**src/logic/imu_hub_pkg.sv**
```systemverilog
package imu_hub_pkg;

    // ======================================================================
    // Widths with a meaning
    // ======================================================================
    typedef logic [7:0]         byte_t;     // One SPI byte
    typedef logic signed [15:0] sample_t;   // One signed axis value
    typedef logic [15:0]        pkt_len_t;  // SHTP length, continuation bit cleared
    typedef logic [1:0]         cmd_sel_t;  // Init command index
    typedef logic [18:0]        delay_t;    // Delay counter, covers 300000 cycles

    // Link controller states
    typedef enum logic [3:0] {
        RESET_WAIT,     // Sensor settle time after reset
        WAKE,           // PS0 held low
        WAIT_INT,       // Sensor answers wake on INT
        CS_SETUP,       // cs_n low one cycle ahead of the first byte
        SEND_CMD,       // Command bytes out of the ROM
        CMD_GAP,        // Pause between commands
        WAIT_DATA,      // Initialised, idle until INT
        HDR_START,
        READ_HDR,
        READ_PAYLOAD,
        FAULT           // Wake timeout, terminal
    } link_state_t;

    // ======================================================================
    // SHTP constants
    // ======================================================================
    localparam byte_t CHAN_CONTROL = 8'd2;  // SH-2 control channel
    localparam byte_t CHAN_REPORTS = 8'd3;  // Standard input reports
    localparam byte_t CHAN_GYRO_RV = 8'd5;  // Gyro rotation vector

    localparam byte_t RID_ROT_VEC = 8'h05;
    localparam byte_t RID_GYRO    = 8'h02;  // Calibrated gyroscope

    localparam pkt_len_t SHTP_HDR_BYTES = 16'd4;
    localparam pkt_len_t MAX_PKT_LEN    = 16'd32766;

    localparam int CMD_COUNT = 3;   // Product ID, rotation vector, gyro

endpackage

```
**src/logic/shtp_cmd_rom.sv**
```systemverilog
`timescale 1ns/10ps

module shtp_cmd_rom (
    input  imu_hub_pkg::cmd_sel_t cmd_sel,
    input  imu_hub_pkg::byte_t    byte_idx,
    output imu_hub_pkg::byte_t    cmd_byte,
    output imu_hub_pkg::byte_t    cmd_len
);

    localparam imu_hub_pkg::byte_t PROD_ID_REQ = 8'hF9;
    localparam imu_hub_pkg::byte_t SET_FEATURE = 8'hFD;

    // Commands 1 and 2 share one body
    // Sequence number equals the command index, report ID follows it
    imu_hub_pkg::byte_t feature_rid;

    assign feature_rid = (cmd_sel == 2'd1) ? imu_hub_pkg::RID_ROT_VEC
                                           : imu_hub_pkg::RID_GYRO;

    always_comb begin
        cmd_byte = 8'h00;                           // Unlisted indices read zero
        case (cmd_sel)
            2'd0: begin                             // Product ID request
                case (byte_idx)
                    8'd0: cmd_byte = 8'h05;         // Length LSB
                    8'd2: cmd_byte = imu_hub_pkg::CHAN_CONTROL;
                    8'd4: cmd_byte = PROD_ID_REQ;
                    default: cmd_byte = 8'h00;
                endcase
            end
            2'd1, 2'd2: begin                       // Set feature command
                case (byte_idx)
                    8'd0:  cmd_byte = 8'd17;        // Length LSB
                    8'd2:  cmd_byte = imu_hub_pkg::CHAN_CONTROL;
                    8'd3:  cmd_byte = {6'd0, cmd_sel};
                    8'd4:  cmd_byte = SET_FEATURE;
                    8'd5:  cmd_byte = feature_rid;
                    8'd9:  cmd_byte = 8'h20;        // Interval 0x4E20, 50 Hz
                    8'd10: cmd_byte = 8'h4E;
                    default: cmd_byte = 8'h00;      // Flags, sensitivity, spec word
                endcase
            end
            default: cmd_byte = 8'h00;
        endcase
    end

    // Full length, header included
    always_comb begin
        case (cmd_sel)
            2'd0:       cmd_len = 8'd5;
            2'd1, 2'd2: cmd_len = 8'd17;
            default:    cmd_len = 8'd0;
        endcase
    end

endmodule

```
**src/logic/shtp_link_ctrl.sv**
```systemverilog
`timescale 1ns/10ps

module shtp_link_ctrl #(
    parameter int RESET_WAIT_CYCLES  = 300000,
    parameter int WAKE_HOLD_CYCLES   = 450,
    parameter int INT_TIMEOUT_CYCLES = 150000,
    parameter int CMD_GAP_CYCLES     = 30000
) (
    input  logic                  clk,
    input  logic                  rst_n,
    input  logic                  int_n,
    input  logic                  spi_busy,
    input  logic                  spi_rx_valid,
    input  imu_hub_pkg::byte_t    spi_rx_data,
    output logic                  spi_start,
    output imu_hub_pkg::byte_t    spi_tx_data,
    output logic                  cs_n,
    output logic                  ps0_wake,
    output imu_hub_pkg::cmd_sel_t cmd_sel,
    output imu_hub_pkg::byte_t    byte_idx,
    input  imu_hub_pkg::byte_t    cmd_byte,
    input  imu_hub_pkg::byte_t    cmd_len,
    output logic                  pl_valid,
    output imu_hub_pkg::byte_t    pl_byte,
    output imu_hub_pkg::byte_t    pl_idx,
    output imu_hub_pkg::byte_t    channel,
    output logic                  initialized,
    output logic                  error
);

    imu_hub_pkg::link_state_t state;
    imu_hub_pkg::delay_t      delay_cnt;
    imu_hub_pkg::delay_t      delay_limit;
    imu_hub_pkg::pkt_len_t    pkt_len;      // Header length field
    imu_hub_pkg::pkt_len_t    pl_cnt;       // Payload bytes received
    logic int_meta, int_sync;               // INT synchroniser, active low
    logic pending;                          // Byte started, rx_valid not yet seen
    logic xfer_done;
    logic len_ok;
    logic delay_done;

    assign xfer_done = pending && spi_rx_valid && !spi_busy;
    assign len_ok    = (pkt_len > imu_hub_pkg::SHTP_HDR_BYTES) &&
                       (pkt_len <= imu_hub_pkg::MAX_PKT_LEN);

    // Terminal count of the state being timed
    always_comb begin
        case (state)
            imu_hub_pkg::RESET_WAIT: delay_limit = imu_hub_pkg::delay_t'(RESET_WAIT_CYCLES - 1);
            imu_hub_pkg::WAKE:       delay_limit = imu_hub_pkg::delay_t'(WAKE_HOLD_CYCLES - 1);
            imu_hub_pkg::WAIT_INT:   delay_limit = imu_hub_pkg::delay_t'(INT_TIMEOUT_CYCLES - 1);
            imu_hub_pkg::CMD_GAP:    delay_limit = imu_hub_pkg::delay_t'(CMD_GAP_CYCLES - 1);
            default:                 delay_limit = '0;
        endcase
    end
    assign delay_done = (delay_cnt >= delay_limit);

    always_ff @(posedge clk or negedge rst_n) begin
        if (!rst_n) begin
            int_meta <= 1'b1;
            int_sync <= 1'b1;
        end else begin
            int_meta <= int_n;
            int_sync <= int_meta;
        end
    end

    // ======================================================================
    // Link FSM
    // ======================================================================
    always_ff @(posedge clk or negedge rst_n) begin
        if (!rst_n) begin
            state       <= imu_hub_pkg::RESET_WAIT;
            delay_cnt   <= '0;
            spi_start   <= 1'b0;
            pending     <= 1'b0;
            cs_n        <= 1'b1;
            ps0_wake    <= 1'b1;   // High at reset keeps the sensor in SPI mode
            cmd_sel     <= '0;
            byte_idx    <= '0;
            pl_cnt      <= '0;
            pl_valid    <= 1'b0;
            initialized <= 1'b0;
            error       <= 1'b0;
        end else begin
            spi_start <= 1'b0;
            pl_valid  <= 1'b0;
            delay_cnt <= delay_cnt + 1'b1;  // Cleared on entry to each timed state
            case (state)
                imu_hub_pkg::RESET_WAIT: if (delay_done) begin
                    delay_cnt <= '0;
                    if (!int_sync) begin
                        state <= imu_hub_pkg::CS_SETUP;   // Sensor already asserting INT
                    end else begin
                        ps0_wake <= 1'b0;
                        state    <= imu_hub_pkg::WAKE;
                    end
                end
                imu_hub_pkg::WAKE: if (delay_done) begin
                    delay_cnt <= '0;
                    state     <= imu_hub_pkg::WAIT_INT;   // PS0 stays low meanwhile
                end
                imu_hub_pkg::WAIT_INT: begin
                    if (!int_sync) begin
                        state <= imu_hub_pkg::CS_SETUP;
                    end else if (delay_done) begin
                        error    <= 1'b1;
                        cs_n     <= 1'b1;
                        ps0_wake <= 1'b1;
                        state    <= imu_hub_pkg::FAULT;
                    end
                end
                imu_hub_pkg::CS_SETUP: begin
                    cs_n     <= 1'b0;
                    ps0_wake <= 1'b1;    // Wake released once selected
                    byte_idx <= '0;
                    state    <= imu_hub_pkg::SEND_CMD;
                end
                imu_hub_pkg::SEND_CMD: begin
                    if (xfer_done) begin
                        pending  <= 1'b0;
                        byte_idx <= byte_idx + 1'b1;
                    end else if (!pending) begin
                        if (byte_idx < cmd_len) begin
                            if (!spi_busy) begin
                                spi_start <= 1'b1;
                                pending   <= 1'b1;
                            end
                        end else begin
                            cs_n      <= 1'b1;   // Command complete
                            delay_cnt <= '0;
                            state     <= imu_hub_pkg::CMD_GAP;
                        end
                    end
                end
                imu_hub_pkg::CMD_GAP: if (delay_done) begin
                    delay_cnt <= '0;
                    if (cmd_sel < imu_hub_pkg::cmd_sel_t'(imu_hub_pkg::CMD_COUNT - 1)) begin
                        cmd_sel  <= cmd_sel + 1'b1;
                        ps0_wake <= 1'b0;        // Wake again for the next command
                        state    <= imu_hub_pkg::WAKE;
                    end else begin
                        initialized <= 1'b1;
                        state       <= imu_hub_pkg::WAIT_DATA;
                    end
                end
                imu_hub_pkg::WAIT_DATA: if (!int_sync) state <= imu_hub_pkg::HDR_START;
                imu_hub_pkg::HDR_START: begin
                    if (int_sync) begin
                        state <= imu_hub_pkg::WAIT_DATA;  // INT went away
                    end else if (!spi_busy) begin
                        cs_n      <= 1'b0;
                        byte_idx  <= '0;
                        spi_start <= 1'b1;
                        pending   <= 1'b1;
                        state     <= imu_hub_pkg::READ_HDR;
                    end
                end
                imu_hub_pkg::READ_HDR: begin
                    if (xfer_done) begin
                        pending  <= 1'b0;
                        byte_idx <= byte_idx + 1'b1;
                        if (byte_idx == 8'd3) begin
                            if (len_ok) begin
                                pl_cnt <= '0;
                                state  <= imu_hub_pkg::READ_PAYLOAD;
                            end else begin
                                cs_n  <= 1'b1;   // Empty or bad length
                                state <= imu_hub_pkg::WAIT_DATA;
                            end
                        end
                    end else if (!pending && !spi_busy) begin
                        spi_start <= 1'b1;
                        pending   <= 1'b1;
                    end
                end
                imu_hub_pkg::READ_PAYLOAD: begin
                    if (xfer_done) begin
                        pending  <= 1'b0;
                        pl_valid <= 1'b1;
                        pl_cnt   <= pl_cnt + 1'b1;
                    end else if (!pending) begin
                        if (pl_cnt < pkt_len - imu_hub_pkg::SHTP_HDR_BYTES) begin
                            if (!spi_busy) begin
                                spi_start <= 1'b1;
                                pending   <= 1'b1;
                            end
                        end else begin
                            cs_n  <= 1'b1;       // Packet end
                            state <= int_sync ? imu_hub_pkg::WAIT_DATA
                                              : imu_hub_pkg::HDR_START;
                        end
                    end
                end
                imu_hub_pkg::FAULT: error <= 1'b1;
                default: state <= imu_hub_pkg::FAULT;
            endcase
        end
    end

    // Data path, no reset
    always_ff @(posedge clk) begin
        spi_tx_data <= (state == imu_hub_pkg::SEND_CMD) ? cmd_byte : 8'h00;  // Reads send 00
        pl_byte     <= spi_rx_data;
        pl_idx      <= (pl_cnt > 16'd255) ? 8'hFF : pl_cnt[7:0];  // Saturates past parser range
        if (xfer_done && state == imu_hub_pkg::READ_HDR) begin
            case (byte_idx)
                8'd0: pkt_len[7:0]  <= spi_rx_data;                // Little-endian length
                8'd1: pkt_len[15:8] <= {1'b0, spi_rx_data[6:0]};   // Continuation bit dropped
                8'd2: channel       <= spi_rx_data;
                default: ;                                          // Sequence number unused
            endcase
        end
    end

    // Exchanger rule, a byte starts only when idle
    assert property (@(posedge clk) disable iff (!rst_n) spi_start |-> !spi_busy);
    // No clocking without chip select
    assert property (@(posedge clk) disable iff (!rst_n) spi_start |-> !cs_n);

endmodule

```
**src/logic/shtp_report_parser.sv**
```systemverilog
`timescale 1ns/10ps

module shtp_report_parser (
    input  logic                 clk,
    input  logic                 rst_n,
    input  logic                 pl_valid,
    input  imu_hub_pkg::byte_t   pl_byte,
    input  imu_hub_pkg::byte_t   pl_idx,
    input  imu_hub_pkg::byte_t   channel,
    output imu_hub_pkg::sample_t quat_w,
    output imu_hub_pkg::sample_t quat_x,
    output imu_hub_pkg::sample_t quat_y,
    output imu_hub_pkg::sample_t quat_z,
    output logic                 quat_valid,
    output imu_hub_pkg::sample_t gyro_x,
    output imu_hub_pkg::sample_t gyro_y,
    output imu_hub_pkg::sample_t gyro_z,
    output logic                 gyro_valid
);

    imu_hub_pkg::byte_t   report_id;    // Payload byte 0 of the current packet
    imu_hub_pkg::byte_t   lsb_hold;     // Low byte waiting for its pair
    imu_hub_pkg::sample_t word;
    logic accept;
    logic is_rv, is_gyro;

    // Control channel and others drop out here
    assign accept  = pl_valid && (channel == imu_hub_pkg::CHAN_REPORTS ||
                                  channel == imu_hub_pkg::CHAN_GYRO_RV);
    assign is_rv   = (report_id == imu_hub_pkg::RID_ROT_VEC);
    assign is_gyro = (report_id == imu_hub_pkg::RID_GYRO);
    assign word    = imu_hub_pkg::sample_t'({pl_byte, lsb_hold});

    // ======================================================================
    // Sample capture, MSB byte completes a word
    // ======================================================================
    always_ff @(posedge clk) begin
        if (accept) begin
            case (pl_idx)
                8'd0: report_id <= pl_byte;
                8'd4, 8'd6, 8'd8, 8'd10: lsb_hold <= pl_byte;
                8'd5: begin
                    if (is_rv) quat_x <= word;
                    else if (is_gyro) gyro_x <= word;
                end
                8'd7: begin
                    if (is_rv) quat_y <= word;
                    else if (is_gyro) gyro_y <= word;
                end
                8'd9: begin
                    if (is_rv) quat_z <= word;
                    else if (is_gyro) gyro_z <= word;
                end
                8'd11: if (is_rv) quat_w <= word;  // Real part comes last
                default: ;                          // Seq, status, delay, tail bytes
            endcase
        end
    end

    // Sticky until reset
    always_ff @(posedge clk or negedge rst_n) begin
        if (!rst_n) begin
            quat_valid <= 1'b0;
            gyro_valid <= 1'b0;
        end else if (accept) begin
            if (pl_idx == 8'd11 && is_rv) quat_valid <= 1'b1;
            if (pl_idx == 8'd9 && is_gyro) gyro_valid <= 1'b1;
        end
    end

    // Strobe from the link controller must be clean
    assert property (@(posedge clk) disable iff (!rst_n) !$isunknown(pl_valid));

endmodule

```
**src/logic/imu_hub_top.sv**
```systemverilog
`timescale 1ns/10ps

module imu_hub_top #(
    parameter int RESET_WAIT_CYCLES  = 300000,  // About 100 ms at 3 MHz
    parameter int WAKE_HOLD_CYCLES   = 450,     // 150 us PS0 low
    parameter int INT_TIMEOUT_CYCLES = 150000,  // 50 ms wake timeout
    parameter int CMD_GAP_CYCLES     = 30000    // 10 ms between commands
) (
    input  logic                 clk,
    input  logic                 rst_n,
    input  logic                 int_n,
    input  logic                 spi_busy,
    input  logic                 spi_rx_valid,
    input  imu_hub_pkg::byte_t   spi_rx_data,
    output logic                 spi_start,
    output imu_hub_pkg::byte_t   spi_tx_data,
    output logic                 cs_n,
    output logic                 ps0_wake,
    output imu_hub_pkg::sample_t quat_w,
    output imu_hub_pkg::sample_t quat_x,
    output imu_hub_pkg::sample_t quat_y,
    output imu_hub_pkg::sample_t quat_z,
    output logic                 quat_valid,
    output imu_hub_pkg::sample_t gyro_x,
    output imu_hub_pkg::sample_t gyro_y,
    output imu_hub_pkg::sample_t gyro_z,
    output logic                 gyro_valid,
    output logic                 initialized,
    output logic                 error
);

    imu_hub_pkg::cmd_sel_t cmd_sel;
    imu_hub_pkg::byte_t    byte_idx, cmd_byte, cmd_len;
    imu_hub_pkg::byte_t    pl_byte, pl_idx, channel;
    logic                  pl_valid;

    shtp_link_ctrl #(
        .RESET_WAIT_CYCLES  (RESET_WAIT_CYCLES),
        .WAKE_HOLD_CYCLES   (WAKE_HOLD_CYCLES),
        .INT_TIMEOUT_CYCLES (INT_TIMEOUT_CYCLES),
        .CMD_GAP_CYCLES     (CMD_GAP_CYCLES)
    ) u_link (
        .clk, .rst_n, .int_n,
        .spi_busy, .spi_rx_valid, .spi_rx_data,
        .spi_start, .spi_tx_data, .cs_n, .ps0_wake,
        .cmd_sel, .byte_idx, .cmd_byte, .cmd_len,
        .pl_valid, .pl_byte, .pl_idx, .channel,
        .initialized, .error
    );

    shtp_cmd_rom u_rom (.cmd_sel, .byte_idx, .cmd_byte, .cmd_len);

    shtp_report_parser u_parser (
        .clk, .rst_n,
        .pl_valid, .pl_byte, .pl_idx, .channel,
        .quat_w, .quat_x, .quat_y, .quat_z, .quat_valid,
        .gyro_x, .gyro_y, .gyro_z, .gyro_valid
    );

endmodule

```
**config.mk**
```make
export PLATFORM = sky130hd
export DESIGN_NAME = imu_hub_top
export DESIGN_NICKNAME = d
export VERILOG_FILES = /design/src/logic/imu_hub_pkg.sv /design/src/logic/shtp_cmd_rom.sv /design/src/logic/shtp_link_ctrl.sv /design/src/logic/shtp_report_parser.sv /design/src/logic/imu_hub_top.sv
export SDC_FILE = /design/constraint.sdc
export NUM_CORES = 1
export LEC_CHECK = 0
export ABC_CLOCK_PERIOD_IN_PS = 3400
export BUFFER_PORTS_ARGS = -buffer_cell sky130_fd_sc_hd__clkbuf_2
export CAP_MARGIN = 20
export CORE_MARGIN = 2
export CORE_UTILIZATION = 52
export DETAILED_ROUTE_END_ITERATION = 7
export MAX_ROUTING_LAYER = met4
export PLACE_DENSITY = 0.85
export REMOVE_ABC_BUFFERS = 1
export SYNTH_ARGS = -nofsm -noshare
export SYNTH_HDL_FRONTEND = slang
export SYNTH_SLANG_ARGS = --single-unit
```
**constraint.sdc**
```tcl
create_clock -name clk -period 3.4 [get_ports clk]
set_clock_uncertainty 0.2 [all_clocks]
set_input_delay 0.51 -clock clk [delete_from_list [all_inputs] [get_ports clk]]
set_output_delay 0.51 -clock clk [all_outputs]
set_load 0.01 [all_outputs]
```
==> flow_metrics.py <==
metrics = {
    "logic_synthesis": {
        "synth_cells": 764,
        "synth_sequential_area_ratio": 0.649,
        "async_reset_ff_frac": 0.256,
        "synth_area_sq_um": 10000,
        "synth.area.top_cells": "edfxtp_1 (45%), dfrtp_1 (14%), ha_1 (5.6%), dfxtp_1 (4.6%), nor2_1 (2.8%)",
        "syn-mean-instance-area_sq_um": 13.1,
        "synth_edf_count": 151,
        "postSynth.topFlopCell": "edfxtp_1",
        "ys_ff_latch": 234,
        "synth.distinct_cells": 81,
        "synth_top_cell_by_area": "edfxtp_1",
        "netlist.area_leader.share": 0.453,
        "synth-warning-count": 0,
    },
    "global_route": {
        "groute.usage.overall": 0.244,
        "global_route.overflow_total": 0,
        "first_pass_grt_wire_length_um": 37500,
        "grt_antenna_before_repair": 0,
        "pin_count_of_the_biggest_net_entering_global_routing": 61,
        "first_global_vias": 6847,
    },
    "timing": {
        "final_min_period_over_clock_period": 1.00,
        "setup_viol_count_final": 2,
        "timing_hold_violations_final": 0,
        "final-max-slew-violation-count": 0,
        "finalCriticalPeriod_ns": 3.40,
        "min_setup_slack_post_route_ns": -0.00153,
        "slew_headroom": 0.464,
        "rsz0062_at_grt": "true",
        "holdWs_ns": 0.0384,
        "tightest_slew_ns": 0.805,
        "totalNegativeSetupSlack_ns": -0.00243,
        "max_clock_freq_mhz": 294,
    },
    "clock_network": {
        "cts-buffers-inserted": 24,
        "cts.htree.levels": 1,
        "cts-root-to-sink-buffers": 3,
        "tritoncts_num_sinks": 234,
        "clock_root_buffer_master": "clkbuf_16",
        "clock_insertion_delay_at_the_later_pin_of_the_skew_report_ns": 0.52,
        "cts_tree": "done",
        "clkTransAtPathRegs_ns": 0.06,
    },
    "place": {
        "place_area_sq_um": 11300,
        "place.port_buffers": 139,
        "post-place-ws_ns": 0.0149,
        "post-dp-hpwl_um": 15900,
        "routability_congestion": 0.994,
    },
    "routing": {
        "vias_per_cell": 5.71,
        "remaining_drc_errors": 0,
        "route.vias.total": 7066,
        "final_antenna_net_count": 0,
        "drt-pass1-iter-count": 6,
        "wl_per_cell_um": 19.6,
        "drtIter0Drc": 476,
        "routed_wirelength_um": 24200,
    },
    "finish": {
        "post_layout_util": 0.655,
        "n_antenna_cell": 0,
        "area_growth_syn_to_layout_pct": 23.1,
        "layout_common_cells": "edfxtp_1 (151), clkbuf_2 (139), nor2_1 (71)",
        "final_layout_size_suffix_gt1_frac": 0.292,
        "final_common_cell": "edfxtp_1",
        "layout.nets": 1017,
        "final_area_sq_um": 12300,
    },
    "setup_path": {
        "critPathRequiredTime_ns": 3.60,
        "arrival_ns": 3.60,
        "regToRegSetupSlack_ns": -0.002,
        "worst_setup_path_end_kind": "flop",
        "worstSetupPathType": "flop to flop",
        "critPathLaunchType": "flop",
        "crit_path_max_fanout": 4,
    },
    "pwr": {
        "p_seq_frac": 0.441,
        "power.static_leakage_nw": 5.01,
        "cellInternalPower_mw": 5.47,
        "netSwitchingFraction": 0.280,
        "clockPowerShare": 0.363,
        "switchingPower_mw": 2.13,
        "vdd_drop_max_uv": 479,
        "comb_power_share": 0.196,
        "power.density_cell_area_nw_per_um2": 616,
    },
    "floorplan": {
        "num_rows": 50,
        "dieWidth_um": 143,
        "io-pin-count": 140,
        "core_area_sq_um": 18800,
        "initial_core_util": 0.532,
        "die_area_sq_um": 20400,
        "die-height_um": 143,
    },
    "job": {
        "maxCapViolCount": 0,
    },
    "outcome": {
        "violations": "negative setup slack",
        "result_of_the_run": "complete, but fails checks",
    },
    "min_path": {
        "holdCritPathClass": "input port to flop",
    },
}
-- power by group through the flow --
stage | Combinational (mW) | Clock [mW] | Sequential [mW]
after floorplan | 0.948 | 0 | 3.39
after global placement | 1.36 | 0 | 3.39
after detailed placement | 1.40 | 0 | 3.40
after CTS | 1.44 | 2.79 | 3.34
after global routing | 1.63 | 2.91 | 3.37
final | 1.49 | 2.76 | 3.35
-- cell type report --
type,instances,area (sq um)
Tap cell,260,325
Multi-Input combinational cell,486,3420
Inverter,20,75.1
Clock inverter,17,191
Timing Repair Buffer,193,1160
Sequential cell,234,6500
Fill cell,1268,6500
Clock buffer,27,664
-- flip-flops by register name (all words and copies together), names as in the netlist, 2 cells and up --
register,flops
u_link.delay_cnt,19
u_link.pl_cnt,16
u_parser.gyro_x,16
u_parser.gyro_y,16
u_parser.gyro_z,16
u_parser.quat_w,16
u_parser.quat_x,16
u_parser.quat_y,16
u_parser.quat_z,16
u_link.pkt_len,15
u_link.byte_idx,8
u_link.channel,8
u_link.pl_byte,8
u_link.pl_idx,8
u_parser.lsb_hold,8
u_parser.report_id,8
u_link.spi_tx_data,7
u_link.state,4
u_link.cmd_sel,2
-- critical path, stage by stage (launching register included) --
cell and delay [ns]:
edfxtp_1 0.40, nor2_2 0.15, and3b_2 0.30, nand2_4 0.09
nor4_4 0.16, xnor2_1 0.17, ha_1 0.28, o21a_1 0.20
o2111a_1 0.26, or4_1 0.40, o21a_2 0.22, o211a_4 0.16
mux2_4 0.29
-- synthesized netlist by cell type, types with 8 or more instances --
master,instances
a211oi_1,8
a21oi_1,22
and2_1,8
and3_1,10
clkbuf_1,11
dfrtp_1,56
dfxtp_1,23
edfxtp_1,151
ha_1,45
inv_1,20
nand2_1,54
nand3_1,21
nand4_1,14
nor2_1,74
nor3_1,15
nor4_1,10
o21ai_0,32
or2_2,10
xnor2_1,22
xor2_1,23
-- what timing repair did --
action | in CTS | in global routing
endpoints found under the hold margin | 63 | 0
resized for setup | 6 | 13
endpoints found under the setup margin | 2 | 27
hold buffers | 8 | 0
setup buffers | 2 | 4
pin swaps | 2 | 3
-- cell families (layout without fill, tap and decap cells) --
logic type | after synthesis | in the layout | synth area share
xor+xnor | 45 | 45 | 0.0393
mux | 5 | 5 | 0.00612
buf+inv | 44 | 257 | 0.0192
simple gates | 273 | 273 | 0.147
compound gates | 118 | 118 | 0.0833
fa+ha+maj | 45 | 45 | 0.0562
flops | 234 | 234 | 0.649
-- path summary, 6_finish.rpt --
kind                                    from                   to  cells past startpoint
max                        u_link.pkt_len[7]      u_link.state[2]                     12
min                           spi_rx_data[4]    u_link.pl_byte[4]                      1
max reg2reg                u_link.pkt_len[7]      u_link.state[2]                     12
min reg2reg                  u_link.int_meta      u_link.int_sync                      0
max in group asynchronous              rst_n  u_parser.gyro_valid                      3
min in group asynchronous              rst_n  u_link.delay_cnt[0]                      3
-- through the flow --
step                instances  total power, mW
finish                   1237             7.60
global route             1237             7.90
CTS                      1233             7.58
detailed placement       1179             4.80
global placement         1179             4.75
floorplan                 740             4.34
-- layer usage --
| metal | vias up | share of wire | track usage |
|---|---|---|---|
| li1 | 3228 | - | - |
| met1 | 3412 | 0.38 | 0.291 |
| met2 | 348 | 0.52 | 0.420 |
| met3 | 78 | 0.060 | 0.0362 |
| met4 | 0 | 0.035 | 0.0938 |
| met5 | - | 0 | - |
Note: power is estimated with default switching activity, not from simulation.
